$ cat config.mk
export PLATFORM = sky130hd
export DESIGN_NAME = shadd_top
export DESIGN_NICKNAME = d
export VERILOG_FILES = /design/src/common/shadd_pkg.sv /design/src/rtl/delay_line.sv /design/src/rtl/compress_6_3.sv /design/src/rtl/compress_3_2.sv /design/src/rtl/split_carry_adder.sv /design/src/rtl/shift_adder_6.sv /design/src/rtl/shadd_top.sv
export SDC_FILE = /design/constraint.sdc
export NUM_CORES = 1
export LEC_CHECK = 0
export BUFFER_PORTS_ARGS = -buffer_cell sky130_fd_sc_hd__buf_2
export CAP_MARGIN = 15
export CORE_MARGIN = 4
export CORE_UTILIZATION = 54
export CTS_CLUSTER_DIAMETER = 80
export DETAILED_ROUTE_END_ITERATION = 12
export MAX_ROUTING_LAYER = met4
export PLACE_DENSITY = 0.8
export SLEW_MARGIN = 20
export SYNTH_ARGS = -nofsm -noshare
export SYNTH_HDL_FRONTEND = slang
export SYNTH_SLANG_ARGS = --single-unit
$ cat constraint.sdc
create_clock -name clk -period 3.61 [get_ports clk]
set_input_delay 0.1805 -clock clk [delete_from_list [all_inputs] [get_ports clk]]
set_output_delay 0.1805 -clock clk [all_outputs]
set_load 0.01 [all_outputs]
$ cat src/common/shadd_pkg.sv
package shadd_pkg;

    localparam int WORD_W = 64;
    localparam int N_OPS  = 6;

    // fixed left shift per operand
    localparam int SHIFT_0 = 0;
    localparam int SHIFT_1 = 1;
    localparam int SHIFT_2 = 2;
    localparam int SHIFT_3 = 4;
    localparam int SHIFT_4 = 8;
    localparam int SHIFT_5 = 16;

    localparam int SHIFT_AMT [N_OPS] = '{
        SHIFT_0,
        SHIFT_1,
        SHIFT_2,
        SHIFT_3,
        SHIFT_4,
        SHIFT_5
    };

    localparam int ADD_SPLITS = 1;
    localparam int ADD_LAT    = 1 << ADD_SPLITS; // adder cycles
    localparam int SHADD_LAT  = 2 + ADD_LAT;     // 6:3 + 3:2 + adder

    localparam int TAG_W  = 8;
    localparam int PEND_W = 4;

    typedef logic [WORD_W-1:0] word_t;

    typedef struct packed {
        logic             valid;
        logic [TAG_W-1:0] tag;
    } op_meta_t;

endpackage : shadd_pkg

$ cat src/rtl/delay_line.sv
module delay_line #(
    parameter type payload_t = logic,
    parameter int  DEPTH     = 1
) (
    input  logic     clk,
    input  logic     rst,
    input  payload_t in_i,
    output payload_t out_o
);

    payload_t pipe [DEPTH];

    always_ff @(posedge clk) begin
        if (rst) begin
            for (int i = 0; i < DEPTH; i++) begin
                pipe[i] <= '0;
            end
        end else begin
            pipe[0] <= in_i;
            for (int i = 1; i < DEPTH; i++) begin
                pipe[i] <= pipe[i-1]; // shift one stage
            end
        end
    end

    assign out_o = pipe[DEPTH-1];

endmodule : delay_line

$ cat src/rtl/compress_6_3.sv
module compress_6_3
    import shadd_pkg::*;
#(
    parameter type meta_t = logic
) (
    input  logic  clk,
    input  logic  rst,
    input  word_t in0_i,
    input  word_t in1_i,
    input  word_t in2_i,
    input  word_t in3_i,
    input  word_t in4_i,
    input  word_t in5_i,
    output word_t sum_o,
    output word_t carry1_o,
    output word_t carry2_o,
    input  meta_t meta_i,
    output meta_t meta_o
);

    word_t s_n;
    word_t c1_n;
    word_t c2_n;

    // popcount of six bits per column, weights 1/2/4
    always_comb begin
        for (int i = 0; i < WORD_W; i++) begin
            {c2_n[i], c1_n[i], s_n[i]} = 3'(in0_i[i]) + 3'(in1_i[i]) + 3'(in2_i[i])
                                       + 3'(in3_i[i]) + 3'(in4_i[i]) + 3'(in5_i[i]);
        end
    end

    always_ff @(posedge clk) begin
        sum_o    <= s_n;
        carry1_o <= c1_n;
        carry2_o <= c2_n;
    end

    always_ff @(posedge clk) begin
        if (rst) begin
            meta_o <= '0;
        end else begin
            meta_o <= meta_i;
        end
    end

endmodule : compress_6_3

$ cat src/rtl/compress_3_2.sv
module compress_3_2
    import shadd_pkg::*;
#(
    parameter type meta_t = logic
) (
    input  logic  clk,
    input  logic  rst,
    input  word_t in0_i,
    input  word_t in1_i,
    input  word_t in2_i,
    output word_t sum_o,
    output word_t carry_o,
    input  meta_t meta_i,
    output meta_t meta_o
);

    // one full adder per column
    always_ff @(posedge clk) begin
        sum_o   <= in0_i ^ in1_i ^ in2_i;
        carry_o <= (in0_i & in1_i) | (in0_i & in2_i) | (in1_i & in2_i); // majority
    end

    always_ff @(posedge clk) begin
        if (rst) begin
            meta_o <= '0;
        end else begin
            meta_o <= meta_i;
        end
    end

endmodule : compress_3_2

$ cat src/rtl/split_carry_adder.sv
module split_carry_adder
    import shadd_pkg::*;
#(
    parameter int  W      = WORD_W,
    parameter int  SPLITS = ADD_SPLITS,
    parameter type meta_t = logic
) (
    input  logic         clk,
    input  logic         rst,
    input  logic [W-1:0] in0_i,
    input  logic [W-1:0] in1_i,
    output logic [W-1:0] sum_o,
    input  meta_t        meta_i,
    output meta_t        meta_o
);

    if (SPLITS == 0) begin : g_leaf
        always_ff @(posedge clk) begin
            sum_o <= in0_i + in1_i;
        end

        always_ff @(posedge clk) begin
            if (rst) begin
                meta_o <= '0;
            end else begin
                meta_o <= meta_i;
            end
        end
    end else begin : g_split
        localparam int W_LO    = W / 2;
        localparam int W_HI    = W - W_LO;
        localparam int LAT_SUB = 1 << (SPLITS - 1);

        typedef struct packed {
            logic [W_HI-1:0] a;
            logic [W_HI-1:0] b;
        } hi_ops_t;

        typedef struct packed {
            meta_t           meta;
            logic [W_LO-1:0] lo;
        } hi_meta_t;

        logic [W_LO:0] lo_sum; // top bit is the carry into the high half
        hi_ops_t       hi_d;
        meta_t         meta_lo;
        logic [W_HI:0] hi_sum;
        hi_meta_t      hi_meta;

        split_carry_adder #(.W(W_LO + 1), .SPLITS(SPLITS - 1), .meta_t(meta_t)) lo_inst (
            .clk    (clk),
            .rst    (rst),
            .in0_i  ({1'b0, in0_i[W_LO-1:0]}),
            .in1_i  ({1'b0, in1_i[W_LO-1:0]}),
            .sum_o  (lo_sum),
            .meta_i (meta_i),
            .meta_o (meta_lo)
        );

        // high operands wait for the low carry
        delay_line #(.payload_t(hi_ops_t), .DEPTH(LAT_SUB)) hi_dly_inst (
            .clk   (clk),
            .rst   (rst),
            .in_i  ('{a: in0_i[W-1:W_LO], b: in1_i[W-1:W_LO]}),
            .out_o (hi_d)
        );

        // carry in via extra lsb, {a,1} + {b,c} ripples c into bit 1
        split_carry_adder #(.W(W_HI + 1), .SPLITS(SPLITS - 1), .meta_t(hi_meta_t)) hi_inst (
            .clk    (clk),
            .rst    (rst),
            .in0_i  ({hi_d.a, 1'b1}),
            .in1_i  ({hi_d.b, lo_sum[W_LO]}),
            .sum_o  (hi_sum),
            .meta_i ('{meta: meta_lo, lo: lo_sum[W_LO-1:0]}),
            .meta_o (hi_meta)
        );

        assign sum_o  = {hi_sum[W_HI:1], hi_meta.lo};
        assign meta_o = hi_meta.meta;
    end

endmodule : split_carry_adder

$ cat src/rtl/shift_adder_6.sv
module shift_adder_6
    import shadd_pkg::*;
#(
    parameter type meta_t = logic
) (
    input  logic  clk,
    input  logic  rst,
    input  word_t op0_i,
    input  word_t op1_i,
    input  word_t op2_i,
    input  word_t op3_i,
    input  word_t op4_i,
    input  word_t op5_i,
    input  meta_t meta_i,
    output meta_t meta_o,
    output word_t sum_o
);

    word_t ops     [N_OPS];
    word_t shifted [N_OPS];

    word_t s63;
    word_t c1_63;
    word_t c2_63;
    meta_t meta_63;

    word_t s32;
    word_t c32;
    meta_t meta_32;

    assign ops = '{op0_i, op1_i, op2_i, op3_i, op4_i, op5_i};

    for (genvar k = 0; k < N_OPS; k++) begin : g_shift
        assign shifted[k] = ops[k] << SHIFT_AMT[k]; // bits above WORD_W drop
    end

    compress_6_3 #(.meta_t(meta_t)) c63_inst (
        .clk      (clk),
        .rst      (rst),
        .in0_i    (shifted[0]),
        .in1_i    (shifted[1]),
        .in2_i    (shifted[2]),
        .in3_i    (shifted[3]),
        .in4_i    (shifted[4]),
        .in5_i    (shifted[5]),
        .sum_o    (s63),
        .carry1_o (c1_63),
        .carry2_o (c2_63),
        .meta_i   (meta_i),
        .meta_o   (meta_63)
    );

    // carry words move up to their column weight
    compress_3_2 #(.meta_t(meta_t)) c32_inst (
        .clk     (clk),
        .rst     (rst),
        .in0_i   (s63),
        .in1_i   ({c1_63[WORD_W-2:0], 1'b0}),
        .in2_i   ({c2_63[WORD_W-3:0], 2'b00}),
        .sum_o   (s32),
        .carry_o (c32),
        .meta_i  (meta_63),
        .meta_o  (meta_32)
    );

    split_carry_adder #(.W(WORD_W), .SPLITS(ADD_SPLITS), .meta_t(meta_t)) add_inst (
        .clk    (clk),
        .rst    (rst),
        .in0_i  (s32),
        .in1_i  ({c32[WORD_W-2:0], 1'b0}),
        .sum_o  (sum_o),
        .meta_i (meta_32),
        .meta_o (meta_o)
    );

endmodule : shift_adder_6

$ cat src/rtl/shadd_top.sv
module shadd_top
    import shadd_pkg::*;
(
    input  logic              clk,
    input  logic              rst,
    input  logic              valid_i,
    input  logic [TAG_W-1:0]  tag_i,
    input  word_t             op0_i,
    input  word_t             op1_i,
    input  word_t             op2_i,
    input  word_t             op3_i,
    input  word_t             op4_i,
    input  word_t             op5_i,
    output logic              valid_o,
    output logic [TAG_W-1:0]  tag_o,
    output word_t             sum_o,
    output logic [PEND_W-1:0] pending_o
);

    op_meta_t          meta_in;
    op_meta_t          meta_out;
    logic [PEND_W-1:0] pending_q;

    assign meta_in = '{valid: valid_i, tag: tag_i};

    shift_adder_6 #(.meta_t(op_meta_t)) shadd_inst (
        .clk    (clk),
        .rst    (rst),
        .op0_i  (op0_i),
        .op1_i  (op1_i),
        .op2_i  (op2_i),
        .op3_i  (op3_i),
        .op4_i  (op4_i),
        .op5_i  (op5_i),
        .meta_i (meta_in),
        .meta_o (meta_out),
        .sum_o  (sum_o)
    );

    assign valid_o = meta_out.valid;
    assign tag_o   = meta_out.tag;

    // ops in flight, accept and retire together hold
    always_ff @(posedge clk) begin
        if (rst) begin
            pending_q <= '0;
        end else begin
            case ({valid_i, valid_o})
                2'b10:   pending_q <= pending_q + 1'b1;
                2'b01:   pending_q <= pending_q - 1'b1;
                default: pending_q <= pending_q;
            endcase
        end
    end

    assign pending_o = pending_q;

endmodule : shadd_top

==> summary by stage, run 1 <==
Timing
The smallest clock period supported by the final layout is computed as 2.997 ns. Setup repair after global routing left no endpoint under its margin. Setup violations remaining at the end of the flow were counted as 0. The number of pins exceeding their max-slew limit in the final report was 0. For the pin with the worst max-slew slack, the measured transition is 0.5706 ns.

The fmax is 0.3337 GHz. The final hold violation count was 0. Measured against its own limit, the worst slew margin works out to 60.98%. The setup TNS is 0 ns. Dividing the final minimum period by the clock period gives 83.02%. The largest clock skew in the final design is 0.02131 ns.

Run status
The flow ran to the end, and the final reports show no timing, DRC or antenna violations.

Die
From bottom edge to top edge, the die measures 203.2 um. The top-level I/O count is 472. The placeable core region is 37580 sq um. The die covers 41280 sq um. The floorplan row count is 71. The initial core utilization is 54.74%. In this run the horizontal extent of the chip is 203.2 um.

CTS
The number of setup buffers added after CTS is 0. The clock-pin slew on the worst setup and hold paths is roughly 0.06 ns. Counting the buffers created by CTS gives 49. The count of clock tree sinks is 510. The clock tree root driver cell is clkbuf_16. TritonCTS built the clock tree. The clock passes through at most 3 buffers.

At the later pin of the worst-skew pair, clock insertion delay measures around 0.57 ns. The number of H-tree branching levels is 2.

Power and ir drop
Across the VDD grid, the largest voltage drop is 0.3914 mV. Dividing total power by cell area gives a power density of 732.8 nW/um^2. The standby leakage power is ~13 nW.

Detailed routing
In this run, the number of DRC markers left after iteration 0 of detailed routing was 565. Using the TritonRoute via totals, the vias-per-cell ratio works out to 4.747. Wires add up to 45470 um. In this run the remaining antenna-violating nets after routing total 0.

For this run, design rule violations remaining after detail routing come to 0. The via count is 13188. The detailed-route wire length per cell is 16.37 um. The length of the first detailed-routing pass in iterations is 5.

Setup path
The class of the most critical setup path is reg -> reg. The worst setup path is captured at a flop. The required time of the critical path is slightly above 4 ns.

The worst-path maximum fanout is 5. The startpoint class of the critical path is a flop. The critical path arrival is between 3 and 4 ns.

Placed design
The total cell area at the placement stage is 23340 sq um. The final estimated routing congestion in global placement is 0.8942. Input and output buffers added on the ports amount to 440. Detailed placement ended at an HPWL of 32720 um. Once placement completed, the tool counted placed cells totaling around 2600.

Finish
In the final layout, the share of cells above drive strength 1 is 23.39%. Once layout is complete, the cells apart from fillers number 2778. Counting the fill cells in the layout gives 2511. In the final layout, the multi-input gates occupy 9251 sq um. The number of nets in the layout is 2978. The post-layout instance area is 25920 sq um. The post-synthesis to final-layout area growth is 26.02%. The end-of-flow core utilization is between 60% and 70%. In the final layout, flip-flops and latches occupy 10210 sq um.

Logic synthesis
The cell count after synthesis is 1659. By count the netlist is led by 510 x dfxtp_1, 271 x inv_1, 222 x fa_1. The number of distinct library cells after synthesis is 53.

Summed over all instances, the cell type with the most area after synthesis is dfxtp_1. The yosys synthesis warning count is 0. Among all flip-flop cells after synthesis, the most frequent one is dfxtp_1. By area, the combinational part of the netlist is dominated by adder cells. The net count of the mapped netlist is around 2400.

The per-instance average area after synthesis is around 12 sq um. The synthesized netlist devotes 5.955% of its cell area to compound gates. The share of the Yosys chip area taken by registers is roughly 50%. After synthesis, the share of cell area in mux cells is 0%.

Synthesis inferred 510 register bits. Of all flip-flops after synthesis, the portion carrying an async set or reset was 0%. The fraction of post-synthesis cell area in the top cell type by area is 49.64%.

Yosys attributes the largest share of cell area to dfxtp_1 50%, fa_1 22%, ha_1 8.0%. The post-synth design cell area is 20570 sq um. The cell with the most instances after synthesis is dfxtp_1. The synthesized netlist devotes 29.58% of its cell area to adder and majority cells.

The simple-gate area share of the yosys netlist is around 6.7%. The synthesized-area fraction occupied by xor and xnor cells is under 10%. Counting flops with a built-in enable in the synthesized netlist gives 0.

Worst hold path
The path class of the tightest hold or removal check is in -> reg.

GRT
The total overflow left after global routing is 0. The initial antenna violation count is 1. Entering global routing, the biggest net connects approximately 140 pins. Global routing used a little under a quarter of the available tracks across all layers.

The global-route wire length before repair is 72530 um. The via count of the first global-routing pass was approximately 15000.

Flow run
The number of maximum-capacitance constraint violations is 0.
-- cells in the final DEF (no fill, tap or decap), types with 3 or more instances in the layout --
cell / n
a21o_1: 28
xor2_1: 27
clkinvlp_4: 3
ha_1: 131
a31o_2: 6
buf_2: 439
dlygate4sd3_1: 103
nand3_1: 10
a211oi_1: 8
o21ai_0: 27
bufinv_16: 3
nor2_1: 39
fa_1: 222
clkbuf_8: 5
a31oi_1: 13
o31ai_1: 3
clkbuf_16: 49
inv_6: 3
and2_1: 4
o21bai_1: 5
o21a_1: 8
inv_1: 271
clkinv_2: 13
a21oi_1: 58
nor3_1: 4
dfxtp_1: 510
clkbuf_1: 10
nand2_1: 37
and3_1: 5
xnor2_1: 38
nor2b_1: 140
nand2b_1: 4
o31a_1: 3
-- through the flow --
step	power [mW]	hold slack [ns]	setup slack (ns)
6_report	18.99	0.03526	0.6130
5_1_grt	20.28	0.007883	0.4668
4_1_cts	19.10	0.0009553	0.6449
3_5_place_dp	13.97	0.2960	0.6641
3_3_place_gp	13.65	0.2965	0.7072
2_1_floorplan	11.98	0.2082	0.9845
-- timing repair --
action,in CTS,in global routing
resized for setup,0,0
hold endpoints to repair,115,0
hold buffers,103,0
-- critical path, stage by stage (launching register included) --
cell and delay, ns:
dfxtp_1 0.30, ha_1 0.23, fa_1 0.41, a21oi_1 0.24, o21ai_1 0.15, a311o_1 0.44
a311o_1 0.46, a31oi_4 0.33, nor2_2 0.09, o21ai_2 0.15, xnor2_1 0.12
-- flip-flops by register name, indices dropped and copies added (netlist names) --
register / count
pending_o: 4
shadd_inst.add_inst.g_split.hi_dly_inst.pipe: 64
shadd_inst.add_inst.g_split.hi_inst.meta_o: 41
shadd_inst.add_inst.g_split.hi_inst.sum_o: 32
shadd_inst.add_inst.g_split.lo_inst.meta_o: 9
shadd_inst.add_inst.g_split.lo_inst.sum_o: 33
shadd_inst.c32_inst.carry_o: 61
shadd_inst.c32_inst.meta_o: 9
shadd_inst.c32_inst.sum_o: 64
shadd_inst.c63_inst.carry1_o: 62
shadd_inst.c63_inst.carry2_o: 58
shadd_inst.c63_inst.meta_o: 9
shadd_inst.c63_inst.sum_o: 64
-- metal layers --
layer,GRT usage (%),part of all wire [%],up-vias
li1,-,-,6302
met1,24.77,38,6401
met2,41.79,54,389
met3,3.307,4.1,96
met4,9.636,4.0,0
met5,-,0,-
-- final cells by class --
cell class,count,area share (%)
Clock buffer,64,5.141
Tap cell,511,2.467
Sequential cell,510,39.39
Antenna cell,1,0.009654
Inverter,271,3.924
Multi-Input combinational cell,854,35.69
Clock inverter,23,0.8206
Timing Repair Buffer,544,12.56
-- logic make-up (layout without fill, tap and decap cells) --
kind of cell               after synthesis  count (layout)
and+or+nand+nor                        251             251
xor gates and xnor gates                65              65
other                                    0               1
buffers and inverters                  295             902
DFF                                    510             510
adders and majority gates              353             353
AOI/OAI and AO/OA                      185             185
-- power breakdown --
group          total, mW  switching, mW  internal, mW
registers           8.24          0.693          7.55
logic               5.85           3.18          2.67
clock network       4.90           2.08          2.82
-- worst paths after layout --
check	end	cells after the start	from	slack [ns]
hold reg to reg	shadd_inst.add_inst.g_split.lo_inst.sum_o[1]	0	shadd_inst.c32_inst.sum_o[1]	0.32
setup / recovery	shadd_inst.add_inst.g_split.lo_inst.sum_o[29]	10	shadd_inst.c32_inst.carry_o[2]	0.61
setup reg to reg	shadd_inst.add_inst.g_split.lo_inst.sum_o[29]	10	shadd_inst.c32_inst.carry_o[2]	0.61
hold / removal	shadd_inst.c63_inst.carry1_o[11]	3	op2_i[9]	0.04
Power figures use the tool's default switching activity.
==> run 2: changes to the inputs <==
--- a/config.mk
+++ b/config.mk
@@ -5,10 +5,11 @@
 export SDC_FILE = /design/constraint.sdc
 export NUM_CORES = 1
 export LEC_CHECK = 0
+export ABC_AREA = 1
 export BUFFER_PORTS_ARGS = -buffer_cell sky130_fd_sc_hd__buf_2
 export CAP_MARGIN = 15
 export CORE_MARGIN = 4
-export CORE_UTILIZATION = 54
+export CORE_UTILIZATION = 55
 export CTS_CLUSTER_DIAMETER = 80
 export DETAILED_ROUTE_END_ITERATION = 12
 export MAX_ROUTING_LAYER = met4
==> constraint.sdc (replaced) <==
create_clock -name clk -period 3 [get_ports clk]
set_input_delay 0.15 -clock clk [delete_from_list [all_inputs] [get_ports clk]]
set_output_delay 0.15 -clock clk [all_outputs]
set_load 0.01 [all_outputs]
==> run 2 against run 1 <==
  * Wire length increased by 21%
  * Power increased by 31%
  * Flip-flop and latch count unchanged
  * Clock skew increased by 0.0045 ns
  * Sequential power increased by 21%
  * Clock-buffer cell count unchanged
  * Synthesized cell count increased by 39%
  * Clock power increased by 35%
  * First-iteration DRC count increased by 48%
  * Largest cell class unchanged
==> summary by stage, run 2 <==
Logic synthesis
In the post-synthesis netlist, the biggest area contributors are dfxtp_1 46%, fa_1 20%, inv_1 10%. Of the total synthesized cell area, the portion taken by XOR and XNOR cells is 1.690%. The fraction of post-synthesis cell area in the top cell type by area is 45.80%. Counting distinct cell types in the post-synthesis netlist gives 30.

The most frequently used flop master after synthesis is dfxtp_1. The library cell with the largest summed area after synthesis is dfxtp_1. Yosys mapped a number of flops with a built-in enable equal to 0. The cell count after synthesis is 2312. The yosys synthesis warning count is 0.

The sequential cell area fraction in the yosys report is 45.80%. Multiplexer cells account for 0% of the synthesized area. Summing every instance area after synthesis gives 22290 sq um. In this run the mean area of a mapped cell was 9.641 sq um. Summing the areas of all compound-gate instances in the mapped netlist gives 1.409% of the synthesized area.

Summing the areas of all and, or, nand and nor instances in the mapped netlist gives 13.40% of the synthesized area. The share of synthesized cell area in full adder, half adder and majority cells is 27.29%. The total of flip-flops plus latches after synthesis is 510.

The cell with the most instances after synthesis is inv_1. The main combinational cell family by area after synthesis is adder cells. The net count of the mapped netlist is 3060.

Ranked by instance count, the synthesized netlist is headed by 600 x inv_1, 510 x dfxtp_1, 414 x nand2_1. In the synthesized netlist the async set-or-reset flop fraction comes to 0%.

Power and ir drop
The peak supply drop is 0.5366 mV. The internal portion of the total power is 16.20 mW. The switching portion of total power is 34.84%.

The fraction of power consumed by the clock network is 26.7%. The power density relative to cell area is 884.2 nW/um^2. The share of total power dissipated in sequential elements is 40.2%. The share of total power dissipated in combinational logic is 33.2%.

The analysis attributes to cell leakage a power of around 15 nW. The net switching power is approximately 8.7 mW.

GRT
The first global-routing pass estimated 87830 um of wire. The via count of the first global-routing pass is ~18000. Across every metal layer, demand over resource in global routing totals 25.82%. The largest net degree at the start of global routing is 72.

The total overflow left after global routing is 0. The initial antenna violation count is 2.

Timing
On the final layout, the worst clock skew is 0.02581 ns. The number of pins exceeding their max-slew limit in the final report is 0. Timing would allow up to between 0.4 and 0.5 GHz. The post-layout minimum cycle time is between 2 and 2.5 ns. The slew at the pin closest to its max-slew limit is 0.7710 ns. The worst slew slack as a fraction of its limit is 48.60%. The number of endpoints failing setup at the final stage is 0. Setup repair after global routing left no endpoint under its margin. Once routing completed, OpenROAD measured the worst setup slack at 0.7757 ns. The final hold violation count is 0. In the final timing run, aggregate negative setup slack is 0 ns.

In the finished design, the share of the clock period the worst path needs comes to 74.14%.

Setup path
The worst reg-to-reg path cell count is 10. In this run the critical register-to-register path is captured at shadd_inst.add_inst.g_split.lo_inst.sum_o[31]. The required time of the critical path is 3.47 ns.

The critical path startpoint is op3_i[7]. Following the worst setup path forward leads to its endpoint at shadd_inst.c63_inst.carry1_o[11]. The critical path arrival is 2.69 ns. Along the worst path, the maximum fanout reaches 1. The worst register-to-register path begins at shadd_inst.c32_inst.carry_o[2]. The startpoint class of the critical path is a primary input. The setup path with the least slack is of type in -> reg. The critical path endpoint category is a flop.

The flop-to-flop setup slack is 0.94 ns.

Detailed routing
The remaining design rule violation count is 0. Before antenna repair, the detailed router went through 7 iterations. The number of design-rule violations left by the first detailed-router iteration is 836. The detailed-route wire length per cell is 15.78 um.

Summing over every cut layer, the via total after detailed routing is about 16000. The detailed-route vias per instance is 4.657. The total length of routed wires is 54910 um. Once detail routing completed, the nets flagged for antenna violations numbered 0.

Die
The die span in y is 209.3 um. The initial core utilization is between 50% and 60%. The top-level I/O count is 472. The die covers 43810 sq um. The floorplan step set the die width to 209.3 um. The placeable core region is 39910 sq um. The floorplan row count is 73.

Run status
The run finished with clean final reports.

Placed design
The half-perimeter wire length of the detailed placement result is 38750 um. The final estimated routing congestion in global placement is between 0.9 and 1. Buffers placed on the I/O ports in this run total 440. The pre-CTS setup slack is approximately 0.8 ns.

CTS
The number of gates resized after CTS was 0. TritonCTS built the clock tree. After clock tree synthesis, the clock-pin slew on the worst setup and hold paths is 0.07 ns. The longest clock path from root to sink contains 3 buffers. The later pin in the worst-skew pair is clocked with a latency of 0.58 ns.

The clock tree root driver cell is clkbuf_16. The count of clock tree sinks is 510. The number of setup buffers added after CTS is 0. The H-tree generated during clock tree synthesis spans 2 levels. Buffers inserted to repair hold after CTS numbered 122. The number of buffers created by CTS is 50.

Worst hold path
The classification of the worst-slack hold path is in -> reg.

Finish
In the layout the commonest cells are 600 x inv_1, 510 x dfxtp_1, 439 x buf_2, 414 x nand2_1, 222 x fa_1. In the final layout, the registers with the most flip-flops are shadd_inst.add_inst.g_split.hi_dly_inst.pipe x64, shadd_inst.c32_inst.sum_o x64, shadd_inst.c63_inst.sum_o x64. The post-synthesis to final-layout area growth is 26.15%.

The number of nets in the layout is 3660. The fraction of layout instances using a drive strength above 1 is approximately a fifth. The library cell used most frequently in the layout, excluding fill and tap cells, is inv_1. In the final layout, flip-flops and latches occupy 10210 sq um. In the final layout, the multi-input gates occupy around 9800 sq um. The filler cells instantiated in the layout total 2719.

Flow run
The tool flagged a number of max-cap violations equal to 0.
run 2: worst min path at each step:
stage                                                  end  cells after the start  startpoint  slack, ns
after floorplan               shadd_inst.c63_inst.sum_o[0]                      0    op0_i[0]       0.18
after global placement        shadd_inst.c63_inst.sum_o[0]                      1    op0_i[0]       0.26
after detailed placement      shadd_inst.c63_inst.sum_o[0]                      1    op0_i[0]       0.26
after CTS                 shadd_inst.c63_inst.carry2_o[10]                      3    op2_i[8]     0.0004
after global routing      shadd_inst.c63_inst.carry1_o[48]                      3   op3_i[44]       0.03
final                      shadd_inst.c63_inst.carry2_o[9]                      3    op1_i[8]       0.04
run 2: power groups by stage:
stage / clock network, mW / logic [mW] / registers (mW)
after floorplan: 0 / 5.03 / 10.0
after global placement: 0 / 7.60 / 10.0
after detailed placement: 0 / 7.81 / 10.1
after CTS: 6.73 / 8.14 / 9.98
after global routing: 7.03 / 9.46 / 10.2
final: 6.63 / 8.24 / 9.99
run 2: layer usage:
metal | track usage (%) | vias up | share of wire [%]
met2 | 44.16 | 600 | 50
met4 | 10.31 | 0 | 4.1
li1 | - | 7877 | -
met1 | 30.16 | 7580 | 40
met5 | - | - | 0
met3 | 5.022 | 143 | 6.2
run 2: layout make-up:
cell class,count,share of cell area (%)
flip-flops and latches,510,36.31
multi-input cells,1186,34.72
repair buffers,563,12.25
inverters,601,8.023
clock buffers,64,5.139
well taps,525,2.336
clock inverters,28,1.206
diodes,2,0.01780
run 2: cell families (layout without fill, tap and decap cells):
group / Yosys count / after routing
buffers and inverters: 616 / 1256
AOI/OAI and AO/OA: 57 / 57
DFF: 510 / 510
and+or+nand+nor: 733 / 733
adders and majority gates: 353 / 353
other: 0 / 2
xor gates and xnor gates: 43 / 43
run 2: critical path, stage by stage:
cell and delay (ns):
dlygate4sd3_1 0.55, buf_2 0.13, fa_1 0.38, dlygate4sd3_1 0.61, ha_1 0.31, dlygate4sd3_1 0.56
run 2: through the flow:
stage	area [sq um]	power (mW)	hold WS, ns	instances	util [%]
after floorplan	22290	15.05	0.1777	2312	-
after global placement	25110	17.64	0.2645	3263	62.91
after detailed placement	25110	17.90	0.2553	3263	62.91
after CTS	28110	24.85	0.0004481	3477	70.44
after global routing	28120	26.69	0.03190	3479	70.45
final	28120	24.86	0.03546	3479	70.45
